**config.mk**
```make
export PLATFORM = sky130hd
export DESIGN_NAME = activeList
export DESIGN_NICKNAME = d
export VERILOG_FILES = /design/src/activeListPkg.sv /design/src/activeList.sv /design/src/alBank.sv /design/src/alCommit.sv /design/src/alDispatch.sv
export VERILOG_INCLUDE_DIRS = /design/src
export SDC_FILE = /design/constraint.sdc
export NUM_CORES = 2
export LEC_CHECK = 0
export BUFFER_PORTS_ARGS = -buffer_cell sky130_fd_sc_hd__buf_2
export CAP_MARGIN = 40
export CORE_UTILIZATION = 25
export CTS_CLUSTER_SIZE = 25
export DETAILED_ROUTE_END_ITERATION = 12
export PLACE_DENSITY_LB_ADDON = 0.12
export REMOVE_ABC_BUFFERS = 1
export SLEW_MARGIN = 20
export SYNTH_ARGS = -nofsm -noshare
export SYNTH_HDL_FRONTEND = slang
export SYNTH_HIERARCHICAL = 1
export SYNTH_SLANG_ARGS = --single-unit
```
**constraint.sdc**
```tcl
create_clock -name clk -period 6.31 [get_ports clk]
set_clock_uncertainty 0.05 [all_clocks]
set_input_delay 0.3155 -clock clk [delete_from_list [all_inputs] [get_ports clk]]
set_output_delay 0.3155 -clock clk [all_outputs]
set_load 0.05 [all_outputs]
```
**src/activeList_cfg.svh**
```systemverilog
// Fixed geometry only: AL_SIZE must be a power of two and a multiple of AL_WIDTH
`ifndef ACTIVELIST_CFG_SVH
`define ACTIVELIST_CFG_SVH

// Number of list entries
`define AL_SIZE        32
// Dispatch and commit group width
`define AL_WIDTH       4
// Completion lanes from the issue side
`define AL_ISSUE       2

// Rows per interleaved bank
`define AL_ROWS        (`AL_SIZE / `AL_WIDTH)

// Field widths
`define AL_PC_BITS     32
`define AL_LOG_BITS    5
`define AL_PHY_BITS    7
`define AL_INSN_BYTES  4

// List ID split: low bits pick the bank, high bits pick the row
`define AL_ID_BITS     5
`define AL_BANK_BITS   2
`define AL_ROW_BITS    3
// Occupancy needs one extra bit to hold a full list
`define AL_CNT_BITS    6
// Commit count is 0 to AL_WIDTH
`define AL_WIDTH_LOG   2

`endif

```
**src/activeListPkg.sv**
```systemverilog
// Types for the active list; all widths come from the shared config macros
`default_nettype none

`include "activeList_cfg.svh"

package activeListPkg;

	// List ID, bank in the low bits and row in the high bits
	typedef logic [`AL_ID_BITS-1:0]  alId_t;
	// Occupancy, 0 up to a full list
	typedef logic [`AL_CNT_BITS-1:0] alCount_t;
	// Row index inside one bank
	typedef logic [`AL_ROW_BITS-1:0] alRow_t;

	typedef logic [`AL_PC_BITS-1:0]  pc_t;
	typedef logic [`AL_LOG_BITS-1:0] logReg_t;
	typedef logic [`AL_PHY_BITS-1:0] phyReg_t;

	// One dispatched instruction, static for its whole life in the list
	typedef struct packed {
		pc_t     pc;
		logReg_t logDest;
		phyReg_t phyDest;
		logic    phyDestValid;
		logic    isStore;
		logic    isLoad;
	} alDispPkt_t;

	// One completion from an issue lane
	typedef struct packed {
		logic    valid;
		alId_t   alId;
		logic    executed;
		logic    mispredict;
		logic    exception;
		// Branch target, only meaningful on a mispredict
		pc_t     nextPc;
	} alCtrlPkt_t;

	// Bank read-out at the head side
	typedef struct packed {
		alDispPkt_t disp;
		logic       executed;
		logic       mispredict;
		logic       exception;
		pc_t        nextPc;
	} alEntry_t;

	// Architectural map update, valid only with a destination
	typedef struct packed {
		logic    valid;
		logReg_t logDest;
		phyReg_t phyDest;
	} alCommitPkt_t;

endpackage

`default_nettype wire

```
**src/activeList.sv**
```systemverilog
// Active list top; no overflow check on dispatch, backEndReady_i must respect count_o
`timescale 1ns/1ps
`default_nettype none

`include "activeList_cfg.svh"

module activeList (
	input  wire                                clk,
	input  wire                                reset,
	input  wire                                backEndReady_i,
	input  wire activeListPkg::alDispPkt_t     dispPkt_i [`AL_WIDTH],
	input  wire activeListPkg::alCtrlPkt_t     ctrlPkt_i [`AL_ISSUE],
	output activeListPkg::alId_t               alId_o [`AL_WIDTH],
	output activeListPkg::alId_t               head_o,
	output activeListPkg::alId_t               tail_o,
	output activeListPkg::alCount_t            count_o,
	output activeListPkg::alCommitPkt_t        commitPkt_o [`AL_WIDTH],
	output logic [`AL_WIDTH-1:0]               commitStore_o,
	output logic [`AL_WIDTH-1:0]               commitLoad_o,
	output logic                               recover_o,
	output activeListPkg::pc_t                 recoverPc_o,
	output logic                               exception_o,
	output activeListPkg::pc_t                 exceptionPc_o
);

	logic                      dispEn;
	activeListPkg::alRow_t     tailRow;
	activeListPkg::alId_t      headId;
	logic                      flush;
	logic [`AL_WIDTH_LOG:0]    commitCnt;
	// One head-side entry per bank
	activeListPkg::alEntry_t   bankEntry [`AL_WIDTH];

	alDispatch dispatchCtl (
		.clk            (clk),
		.reset          (reset),
		.backEndReady_i (backEndReady_i),
		.flush_i        (flush),
		.commitCnt_i    (commitCnt),
		.dispEn_o       (dispEn),
		.tailRow_o      (tailRow),
		.alId_o         (alId_o),
		.tail_o         (tail_o),
		.count_o        (count_o)
	);

	// Group lane b always lands in bank b
	for (genvar b = 0; b < `AL_WIDTH; b++)
	begin : bankGen
		alBank #(
			.BANK_ID (b)
		) bank (
			.clk       (clk),
			.reset     (reset),
			.dispEn_i  (dispEn),
			.tailRow_i (tailRow),
			.dispPkt_i (dispPkt_i[b]),
			.ctrlPkt_i (ctrlPkt_i),
			.headId_i  (headId),
			.flush_i   (flush),
			.entry_o   (bankEntry[b])
		);
	end

	alCommit commitCtl (
		.clk           (clk),
		.reset         (reset),
		.entry_i       (bankEntry),
		.count_i       (count_o),
		.headId_o      (headId),
		.head_o        (head_o),
		.flush_o       (flush),
		.commitCnt_o   (commitCnt),
		.commitPkt_o   (commitPkt_o),
		.commitStore_o (commitStore_o),
		.commitLoad_o  (commitLoad_o),
		.recover_o     (recover_o),
		.recoverPc_o   (recoverPc_o),
		.exception_o   (exception_o),
		.exceptionPc_o (exceptionPc_o)
	);

endmodule

`default_nettype wire

```
**src/alBank.sv**
```systemverilog
// One of AL_WIDTH interleaved banks; holds entries whose list ID modulo AL_WIDTH is BANK_ID
`timescale 1ns/1ps
`default_nettype none

`include "activeList_cfg.svh"

module alBank #(
	parameter int BANK_ID = 0
) (
	input  wire                               clk,
	input  wire                               reset,
	input  wire                               dispEn_i,
	input  wire activeListPkg::alRow_t        tailRow_i,
	input  wire activeListPkg::alDispPkt_t    dispPkt_i,
	input  wire activeListPkg::alCtrlPkt_t    ctrlPkt_i [`AL_ISSUE],
	input  wire activeListPkg::alId_t         headId_i,
	input  wire                               flush_i,
	output activeListPkg::alEntry_t           entry_o
);

	localparam logic [`AL_BANK_BITS-1:0] BANK_SEL = BANK_ID[`AL_BANK_BITS-1:0];

	// Instruction data, written once at dispatch
	activeListPkg::alDispPkt_t dispData [`AL_ROWS];
	// Branch targets from completion
	activeListPkg::pc_t        nextPc   [`AL_ROWS];
	// Completion state per row
	logic [`AL_ROWS-1:0]       executed;
	logic [`AL_ROWS-1:0]       mispredict;
	logic [`AL_ROWS-1:0]       exception;

	logic [`AL_ISSUE-1:0]      ctrlHit;
	activeListPkg::alRow_t     ctrlRow  [`AL_ISSUE];
	activeListPkg::alRow_t     readRow;

	// Completion lanes addressed to this bank
	always_comb
	begin
		for (int i = 0; i < `AL_ISSUE; i++)
		begin
			ctrlHit[i] = ctrlPkt_i[i].valid &&
				(ctrlPkt_i[i].alId[`AL_BANK_BITS-1:0] == BANK_SEL);
			ctrlRow[i] = ctrlPkt_i[i].alId[`AL_ID_BITS-1:`AL_BANK_BITS];
		end
	end

	// Payload storage
	always_ff @(posedge clk)
	begin
		if (dispEn_i)
		begin
			dispData[tailRow_i] <= dispPkt_i;
		end
		for (int i = 0; i < `AL_ISSUE; i++)
		begin
			if (ctrlHit[i])
			begin
				nextPc[ctrlRow[i]] <= ctrlPkt_i[i].nextPc;
			end
		end
	end

	// Completion bits; flush wipes the whole bank
	always_ff @(posedge clk or posedge reset)
	begin
		if (reset)
		begin
			executed   <= '0;
			mispredict <= '0;
			exception  <= '0;
		end
		else if (flush_i)
		begin
			executed   <= '0;
			mispredict <= '0;
			exception  <= '0;
		end
		else
		begin
			// New entry starts not executed
			if (dispEn_i)
			begin
				executed[tailRow_i]   <= 1'b0;
				mispredict[tailRow_i] <= 1'b0;
				exception[tailRow_i]  <= 1'b0;
			end
			// Higher lane wins if both hit one row
			for (int i = 0; i < `AL_ISSUE; i++)
			begin
				if (ctrlHit[i])
				begin
					executed[ctrlRow[i]]   <= ctrlPkt_i[i].executed;
					mispredict[ctrlRow[i]] <= ctrlPkt_i[i].mispredict;
					exception[ctrlRow[i]]  <= ctrlPkt_i[i].exception;
				end
			end
		end
	end

	// Banks behind the head bank already hold the next row
	assign readRow = headId_i[`AL_ID_BITS-1:`AL_BANK_BITS] +
		activeListPkg::alRow_t'(BANK_SEL < headId_i[`AL_BANK_BITS-1:0]);

	// Asynchronous head-side read
	always_comb
	begin
		entry_o.disp       = dispData[readRow];
		entry_o.executed   = executed[readRow];
		entry_o.mispredict = mispredict[readRow];
		entry_o.exception  = exception[readRow];
		entry_o.nextPc     = nextPc[readRow];
	end

endmodule

`default_nettype wire

```
**src/alCommit.sv**
```systemverilog
// In-order retire of up to AL_WIDTH per cycle; mispredicts and exceptions resolve at lane 0 only
`timescale 1ns/1ps
`default_nettype none

`include "activeList_cfg.svh"

module alCommit (
	input  wire                           clk,
	input  wire                           reset,
	input  wire activeListPkg::alEntry_t  entry_i [`AL_WIDTH],
	input  wire activeListPkg::alCount_t  count_i,
	output activeListPkg::alId_t          headId_o,
	output activeListPkg::alId_t          head_o,
	output logic                          flush_o,
	output logic [`AL_WIDTH_LOG:0]        commitCnt_o,
	output activeListPkg::alCommitPkt_t   commitPkt_o [`AL_WIDTH],
	output logic [`AL_WIDTH-1:0]          commitStore_o,
	output logic [`AL_WIDTH-1:0]          commitLoad_o,
	output logic                          recover_o,
	output activeListPkg::pc_t            recoverPc_o,
	output logic                          exception_o,
	output activeListPkg::pc_t            exceptionPc_o
);

	activeListPkg::alId_t    head;
	logic [`AL_BANK_BITS-1:0] laneBank [`AL_WIDTH];
	// Head-side entries in age order
	activeListPkg::alEntry_t lane [`AL_WIDTH];
	logic [`AL_WIDTH-1:0]    commitVec;
	logic                    mispredHead;
	logic                    exceptHead;
	logic                    recoverReg;
	logic                    exceptionReg;
	activeListPkg::pc_t      recoverPcReg;
	activeListPkg::pc_t      exceptionPcReg;

	// Bank b sits in lane (b - head) mod AL_WIDTH
	always_comb
	begin
		for (int i = 0; i < `AL_WIDTH; i++)
		begin
			laneBank[i] = head[`AL_BANK_BITS-1:0] + `AL_BANK_BITS'(i);
			lane[i]     = entry_i[laneBank[i]];
		end
	end

	// Commit chain, stops at the first lane that cannot go
	always_comb
	begin : commitSel
		logic blocked;
		// Nothing retires while a flush is pending
		blocked = flush_o;
		for (int i = 0; i < `AL_WIDTH; i++)
		begin
			commitVec[i] = ~blocked &
				(count_i > activeListPkg::alCount_t'(i)) &
				lane[i].executed & ~lane[i].exception &
				((i == 0) | ~lane[i].mispredict);
			// A mispredict in lane 0 retires alone
			blocked = blocked | ~commitVec[i] | lane[i].mispredict;
		end
	end

	// Vector is contiguous so the popcount is the retire count
	always_comb
	begin
		commitCnt_o = '0;
		for (int i = 0; i < `AL_WIDTH; i++)
		begin
			commitCnt_o = commitCnt_o + {{`AL_WIDTH_LOG{1'b0}}, commitVec[i]};
		end
	end

	// Lane 0 events
	assign mispredHead = commitVec[0] & lane[0].mispredict;
	assign exceptHead  = ~flush_o & (count_i != '0) &
		lane[0].executed & lane[0].exception;

	// Head pointer and flag registers
	always_ff @(posedge clk or posedge reset)
	begin
		if (reset)
		begin
			head         <= '0;
			recoverReg   <= 1'b0;
			exceptionReg <= 1'b0;
		end
		else if (flush_o)
		begin
			head         <= '0;
			recoverReg   <= 1'b0;
			exceptionReg <= 1'b0;
		end
		else
		begin
			head         <= head + activeListPkg::alId_t'(commitCnt_o);
			recoverReg   <= mispredHead;
			exceptionReg <= exceptHead;
		end
	end

	// Restart addresses, captured with their flag
	always_ff @(posedge clk)
	begin
		if (mispredHead)
		begin
			recoverPcReg <= lane[0].nextPc;
		end
		if (exceptHead)
		begin
			// Resume after the faulting instruction
			exceptionPcReg <= lane[0].disp.pc + activeListPkg::pc_t'(`AL_INSN_BYTES);
		end
	end

	assign flush_o       = recoverReg | exceptionReg;
	assign headId_o      = head;
	assign head_o        = head;
	assign recover_o     = recoverReg;
	assign recoverPc_o   = recoverPcReg;
	assign exception_o   = exceptionReg;
	assign exceptionPc_o = exceptionPcReg;

	// Retire outputs, all gated by the commit vector
	always_comb
	begin
		for (int i = 0; i < `AL_WIDTH; i++)
		begin
			commitPkt_o[i].valid   = lane[i].disp.phyDestValid & commitVec[i];
			commitPkt_o[i].logDest = lane[i].disp.logDest;
			commitPkt_o[i].phyDest = lane[i].disp.phyDest;
			commitStore_o[i]       = lane[i].disp.isStore & commitVec[i];
			// Loads count only with a destination
			commitLoad_o[i]        = lane[i].disp.isLoad & lane[i].disp.phyDestValid &
				commitVec[i];
		end
	end

endmodule

`default_nettype wire

```
**src/alDispatch.sv**
```systemverilog
// Tail and occupancy only; the caller must not dispatch into a list with fewer than AL_WIDTH free
`timescale 1ns/1ps
`default_nettype none

`include "activeList_cfg.svh"

module alDispatch (
	input  wire                       clk,
	input  wire                       reset,
	input  wire                       backEndReady_i,
	input  wire                       flush_i,
	input  wire [`AL_WIDTH_LOG:0]     commitCnt_i,
	output logic                      dispEn_o,
	output activeListPkg::alRow_t     tailRow_o,
	output activeListPkg::alId_t      alId_o [`AL_WIDTH],
	output activeListPkg::alId_t      tail_o,
	output activeListPkg::alCount_t   count_o
);

	activeListPkg::alId_t    tail;
	activeListPkg::alCount_t count;
	activeListPkg::alCount_t dispAdd;

	// Groups arriving during a flush are dropped
	assign dispEn_o  = backEndReady_i & ~flush_i;
	// Tail is group aligned so only the row is needed
	assign tailRow_o = tail[`AL_ID_BITS-1:`AL_BANK_BITS];
	assign tail_o    = tail;
	assign count_o   = count;
	assign dispAdd   = dispEn_o ? activeListPkg::alCount_t'(`AL_WIDTH) : '0;

	// Consecutive IDs from the tail, wrap is free with a power-of-two size
	always_comb
	begin
		for (int i = 0; i < `AL_WIDTH; i++)
		begin
			alId_o[i] = tail + activeListPkg::alId_t'(i);
		end
	end

	always_ff @(posedge clk or posedge reset)
	begin
		if (reset)
		begin
			tail  <= '0;
			count <= '0;
		end
		else if (flush_i)
		begin
			tail  <= '0;
			count <= '0;
		end
		else
		begin
			if (dispEn_o)
			begin
				tail <= tail + activeListPkg::alId_t'(`AL_WIDTH);
			end
			// Add the new group, drop what retired
			count <= count + dispAdd - activeListPkg::alCount_t'(commitCnt_i);
		end
	end

endmodule

`default_nettype wire

```
Word-level counts from Yosys, hierarchy flattened --
Memories as Yosys holds them, arrays and structs flattened. Index checks and enable logic that the tools add are counted.
Storage, ports and cells: register bits 178, memory bits (writable) 2528, bits of input ports 273, logic and storage cells 325, memories 8
Cells by class: add/subtract/negate cells 18, order comparisons 22, equality and inequality tests 6, mux-type cells 163, bitwise gates (word level) 74, reduce and logical (&&, ||, !) cells 15
Memory list:
- bankGen[0].bank.dispData | words 8, bits a word 47, rd ports 1, clocked after Yosys merged registers in 0, wr ports 1, line alBank.sv:24 | activeListPkg::alDispPkt_t dispData [`AL_ROWS];
- bankGen[1].bank.dispData | words 8, bits a word 47, rd ports 1, clocked after Yosys merged registers in 0, wr ports 1, line alBank.sv:24
- bankGen[2].bank.dispData | words 8, bits a word 47, rd ports 1, clocked after Yosys merged registers in 0, wr ports 1, line alBank.sv:24
- bankGen[3].bank.dispData | words 8, bits a word 47, rd ports 1, clocked after Yosys merged registers in 0, wr ports 1, line alBank.sv:24
- bankGen[0].bank.nextPc | words 8, bits a word 32, rd ports 1, clocked after Yosys merged registers in 0, wr ports 2, line alBank.sv:26 | activeListPkg::pc_t nextPc [`AL_ROWS];
- bankGen[1].bank.nextPc | words 8, bits a word 32, rd ports 1, clocked after Yosys merged registers in 0, wr ports 2, line alBank.sv:26
- +2 memories
Operator list (number):
- binary-select mux 82 bit (select 2 bit) | 4
- two-way mux 8 bit | 72
- two-way mux 50 bit | 6
- bitwise mux 8 bit | 24
- two-way mux 82 bit | 2
- bitwise AND 8 bit | 12
- bitwise AND 1 bit | 36
- binary-select mux 1 bit (select 3 bit) | 12
- two-way mux 1 bit | 35
- adder 32 x 3 -> 32 bit (second input constant) | 1
- less-than comparator 3 x 4 -> 1 bit (second input constant) | 7
- adder 3 x 1 -> 3 bit | 6
- two-way mux 5 bit | 3
- NOT 1 bit | 14
- greater-or-equal comparator 3 bit (second input constant) | 4
- > comparator 6 x 1 -> 1 bit (second input constant) | 2
- > comparator 6 x 2 -> 1 bit (second input constant) | 2
- NOT 2 -> 3 bit | 4
- logical AND 1 bit | 11
- adder 5 x 2 -> 5 bit (second input constant) | 2
- demux 1 bit (select 3 bit) | 3
- greater-or-equal comparator 3 x 1 -> 1 bit (second input constant) | 3
- == test 2 bit (second input constant) | 4
- NOT 8 bit | 1
- 17 further kinds | 28

Logic depth before layout (Yosys ltp) --
depth in word-level cells 36, depth in mapped cells 23

Cells and area by module --
The synthesis kept the hierarchy.
Modules (own cells, without submodules):
- alBank (bankGen[2].bank) | times used 1, cells an instance 1413, area each 28867.7 um2, sequential area each 19578.8 um2
- alBank (bankGen[0].bank) | times used 1, cells an instance 1412, area each 28686.3 um2, sequential area each 19578.8 um2
- alBank (bankGen[1].bank) | times used 1, cells an instance 1413, area each 28686.3 um2, sequential area each 19578.8 um2
- alBank (bankGen[3].bank) | times used 1, cells an instance 1408, area each 28544.9 um2, sequential area each 19578.8 um2
- alCommit | times used 1, cells an instance 441, area each 6701.4 um2, sequential area each 2097.0 um2
- alDispatch | times used 1, cells an instance 82, area each 755.7 um2, sequential area each 225.2 um2

Worst setup path after synthesis --
OpenSTA, ideal clock, no wires.
path type flip-flop to output port, start register commitCtl.head[1] (netlist: commitCtl/headId_o[1]), end output commitLoad_o[0], arrival 6.134 ns, path slack -0.190 ns, cell stages (with the launch flop) 11, path buffers 2, cells stage by stage dfrtp_1 or2_2 ha_1 ha_1 clkbuf_1 clkbuf_1 mux4_2 mux2_2 mux4_2 a2111oi_0 and2_1
RTL lines:
- start, declared | line alCommit.sv:25 | activeListPkg::alId_t head;
- start signal, assigned | line alCommit.sv:96 | head <= head + activeListPkg::alId_t'(commitCnt_o);
- end, declared | line activeList.sv:19 | output logic [`AL_WIDTH-1:0] commitLoad_o,

==> results.md <==
- Die W: 701.3 um
- Via density: 4.805
- Headroom to the max-slew limit: 36.98%
- PortBufs: 424
- Most frequent cells in the layout: 2592 x edfxtp_1, 1205 x mux2_2, 768 x mux4_2
- DRT Wirelength: 446600 um
- Initial Util: 25.12%
- Async SR Flop Fraction: 4.142%
- Max Root-Sink Buffers: 4
- Share of layout cells above drive strength 1: 46.95%
- CTS tree: yes
- Period Utilization, post-route: 96.18%
- Routability cong.: 0.7673
- WP data arrival: 6910 ps
- Antenna Nets Post-Route: 0
- Leak pwr: 0.04674 uW
- Worst skew pair latency: 990 ps
- #FFs+latches synth: 2704
- Status: completed
- FMAX: 0.1648 GHz
- Worst-path fanout max: 8
- Multi-input gate area: 39540 um2
- Total global routing overflow: 0
- Layout net count: 7274
- Initial antenna violation count: 100
- Sequential fraction of the synthesis area: 65.97%
- Core area: 486500 um2
- Overall power: 64260 uW
- H-tree Lvls: 5
- Final Max Tran Viols: 0
- Number of CTS-inserted buffers: 325
- Max_cap viols: 0
- Drt wl/cell: 32.56 um
- Final hold violation count: 0
- Reg area: 80660 um2
- Top-Level Pins: 435
- Syn avg cell area: 19.82 um2
- Worst-path clk slew: 60 ps
- Min-Delay Path Class: in -> reg
- Area contributors post-synth: edfxtp_1 64%, mux4_2 14%, mux2_2 11%, dfrtp_1 2.3%, mux2_4 1.3%
- RSZ-0062 raised after global routing: no
- GRT Resource Usage Total: 17.79%
- Largest net degree at the start of global routing: 84
- DP Wirelength: 292700 um
- Crit Path Category: reg -> reg
- Synth Instances: 6169
- Area growth syn-to-layout: 20.19%
- Critical path startpoint category: register
- Top cell type by total area after synthesis: edfxtp_1
- Setup TNS Final: 0 ps
- First-pass GRT wire length: 608400 um
- Worst-margin pin slew: 945.4 ps
- Synth top area share: 63.67%
- DR iter-0 viols: 5602
- DIE HEIGHT: 701.3 um
- Detailed-route via count: 65900
- Crit path capture type: register
- Number of synthesized flops with an enable pin: 2592
- Clock root buffer: clkbuf_16
- Yosys cell types: 68
- # setup viols final: 0
- Drc violations: 0
- 1st-pass router iterations: 8
- Power Dens Cells: 437.4 nW/um2
- DIE AREA: 491800 um2
- Post-synth top flop: edfxtp_1
- Rows: 256
- Req. time, crit path: 7150 ps
- Most common cell after layout, fill and taps aside: edfxtp_1
- Worst vdd ir: 0.3740 mV
- Final worst path period need: 6069 ps
- Sink Count: 2704
- Synth Warn #: 6
- # fillers: 47300
- Vias in the first global route: 69220
- Cell area after synthesis: 122200 um2
[what timing repair did]
item,CTS,global route
setup endpoints to repair,0,1
setup buffers,0,3
endpoints found under the hold margin,1743,0
gates resized for setup,0,1
hold buffers,227,0
[power breakdown]
part | internal [uW] | total [uW] | switching [uW] | leakage (uW)
Combinational | 9850 | 23300 | 13500 | 0.0169
Sequential | 22100 | 22700 | 602 | 0.0250
Clock | 10300 | 18300 | 7930 | 0.00489
[area by class of cell]
cell class | instances | share of cell area [%]
antenna | 41 | 0.06983
clock buffer | 401 | 5.802
clock inverter | 172 | 0.9844
inverter | 56 | 0.1780
multi-input combinational | 2943 | 26.91
sequential | 2704 | 54.89
tap | 6450 | 5.493
timing repair buffer | 948 | 5.666
[sequential cells by signal, indices dropped and copies added (netlist names), 3 cells and up]
register,cells
dispatchCtl/tail_o,3
commitCtl/exceptionPc_o,32
commitCtl/recoverPc_o,32
dispatchCtl/count_o,6
commitCtl/headId_o,5
bankGen.bank/mispredict,32
bankGen.bank/nextPc,1024
bankGen.bank/exception,32
bankGen.bank/executed,32
bankGen.bank/dispData,1504
[through the flow]
| step | area [um2] | util [%] | std cells | setup slack (ps) | hold slack (ps) |
|---|---|---|---|---|---|
| after floorplan | 119700 | - | 5703 | -11580 | 68.90 |
| after global placement | 132600 | 27.25 | 12780 | 74.02 | 421.8 |
| after detailed placement | 134500 | 27.64 | 12870 | 186.6 | 420.2 |
| after CTS | 146700 | 30.15 | 13670 | 171.4 | 0.06184 |
| after global routing | 146900 | 30.18 | 13690 | 23.05 | 61.01 |
| final | 146900 | 30.20 | 13720 | 240.8 | 92.56 |
[kinds of logic after synthesis]
| family | after synthesis | synth area share, % |
|---|---|---|
| AOI/OAI and AO/OA | 242 | 1.515 |
| xor gates and xnor gates | 38 | 0.2723 |
| adders and majority gates | 23 | 0.2600 |
| buffers and inverters | 530 | 2.274 |
| DFF | 2704 | 65.97 |
| muxes | 2139 | 27.27 |
| other | 2 | 0.006144 |
| and+or+nand+nor | 491 | 2.439 |
[Yosys cell counts (8+ instances only)]
cell type  number
edfxtp_1     2592
mux2_2       1205
mux4_2        768
clkbuf_1      169
buf_2         163
nand2_1       117
dfrtp_1       112
mux2_4        104
nor3_1         99
a311oi_1       98
o211ai_1       96
buf_4          90
inv_1          56
mux2_1         46
nor2_1         46
o21ai_0        32
buf_6          31
and4b_1        24
buf_1          20
xor2_1         20
ha_1           19
nand3_1        19
or2_2          18
xnor2_1        18
and4_1         16
nand4bb_1      16
nand4b_1       15
mux4_1         14
nand3b_1       13
nor4bb_1       12
or2_1          12
or3b_2         11
and2_1         10
nand2b_1        8
nand4_1         8
[layer usage]
metal	vias up	share of wire, %	global-route usage, %
met5	-	0.059	0
met4	40	2.7	4.295
met3	622	4.8	2.816
met2	1785	50	31.20
met1	36000	42	22.92
li1	27450	-	-
[critical path, stage by stage, from the launching register on]
cell	delay, ps
dfrtp_4	510
or2_2	340
ha_4	340
mux4_2	520
mux2_2	310
or3b_2	500
mux4_2	520
nor4_4	290
buf_4	190
nand2_1	100
fa_1	390
inv_1	110
ha_4	140
inv_1	50
fa_1	530
inv_1	60
fa_1	390
nand2b_1	200
a2111oi_2	290
o21bai_1	160
[path summary, 6_finish.rpt]
path,start,to,slack [ps],depth (start not counted)
min,ctrlPkt_i[4],bankGen[3].bank/nextPc[2][4],90,2
max,commitCtl/headId_o[1],dispatchCtl/count_o[5],240,19
max in group asynchronous,reset,bankGen[3].bank/exception[0],4370,6
min in group asynchronous,reset,bankGen[1].bank/mispredict[0],520,4
max reg2reg,commitCtl/headId_o[1],dispatchCtl/count_o[5],240,19
min reg2reg,bankGen[2].bank/mispredict[0],bankGen[2].bank/mispredict[0],550,2
Note: power is estimated with default switching activity, not from simulation.
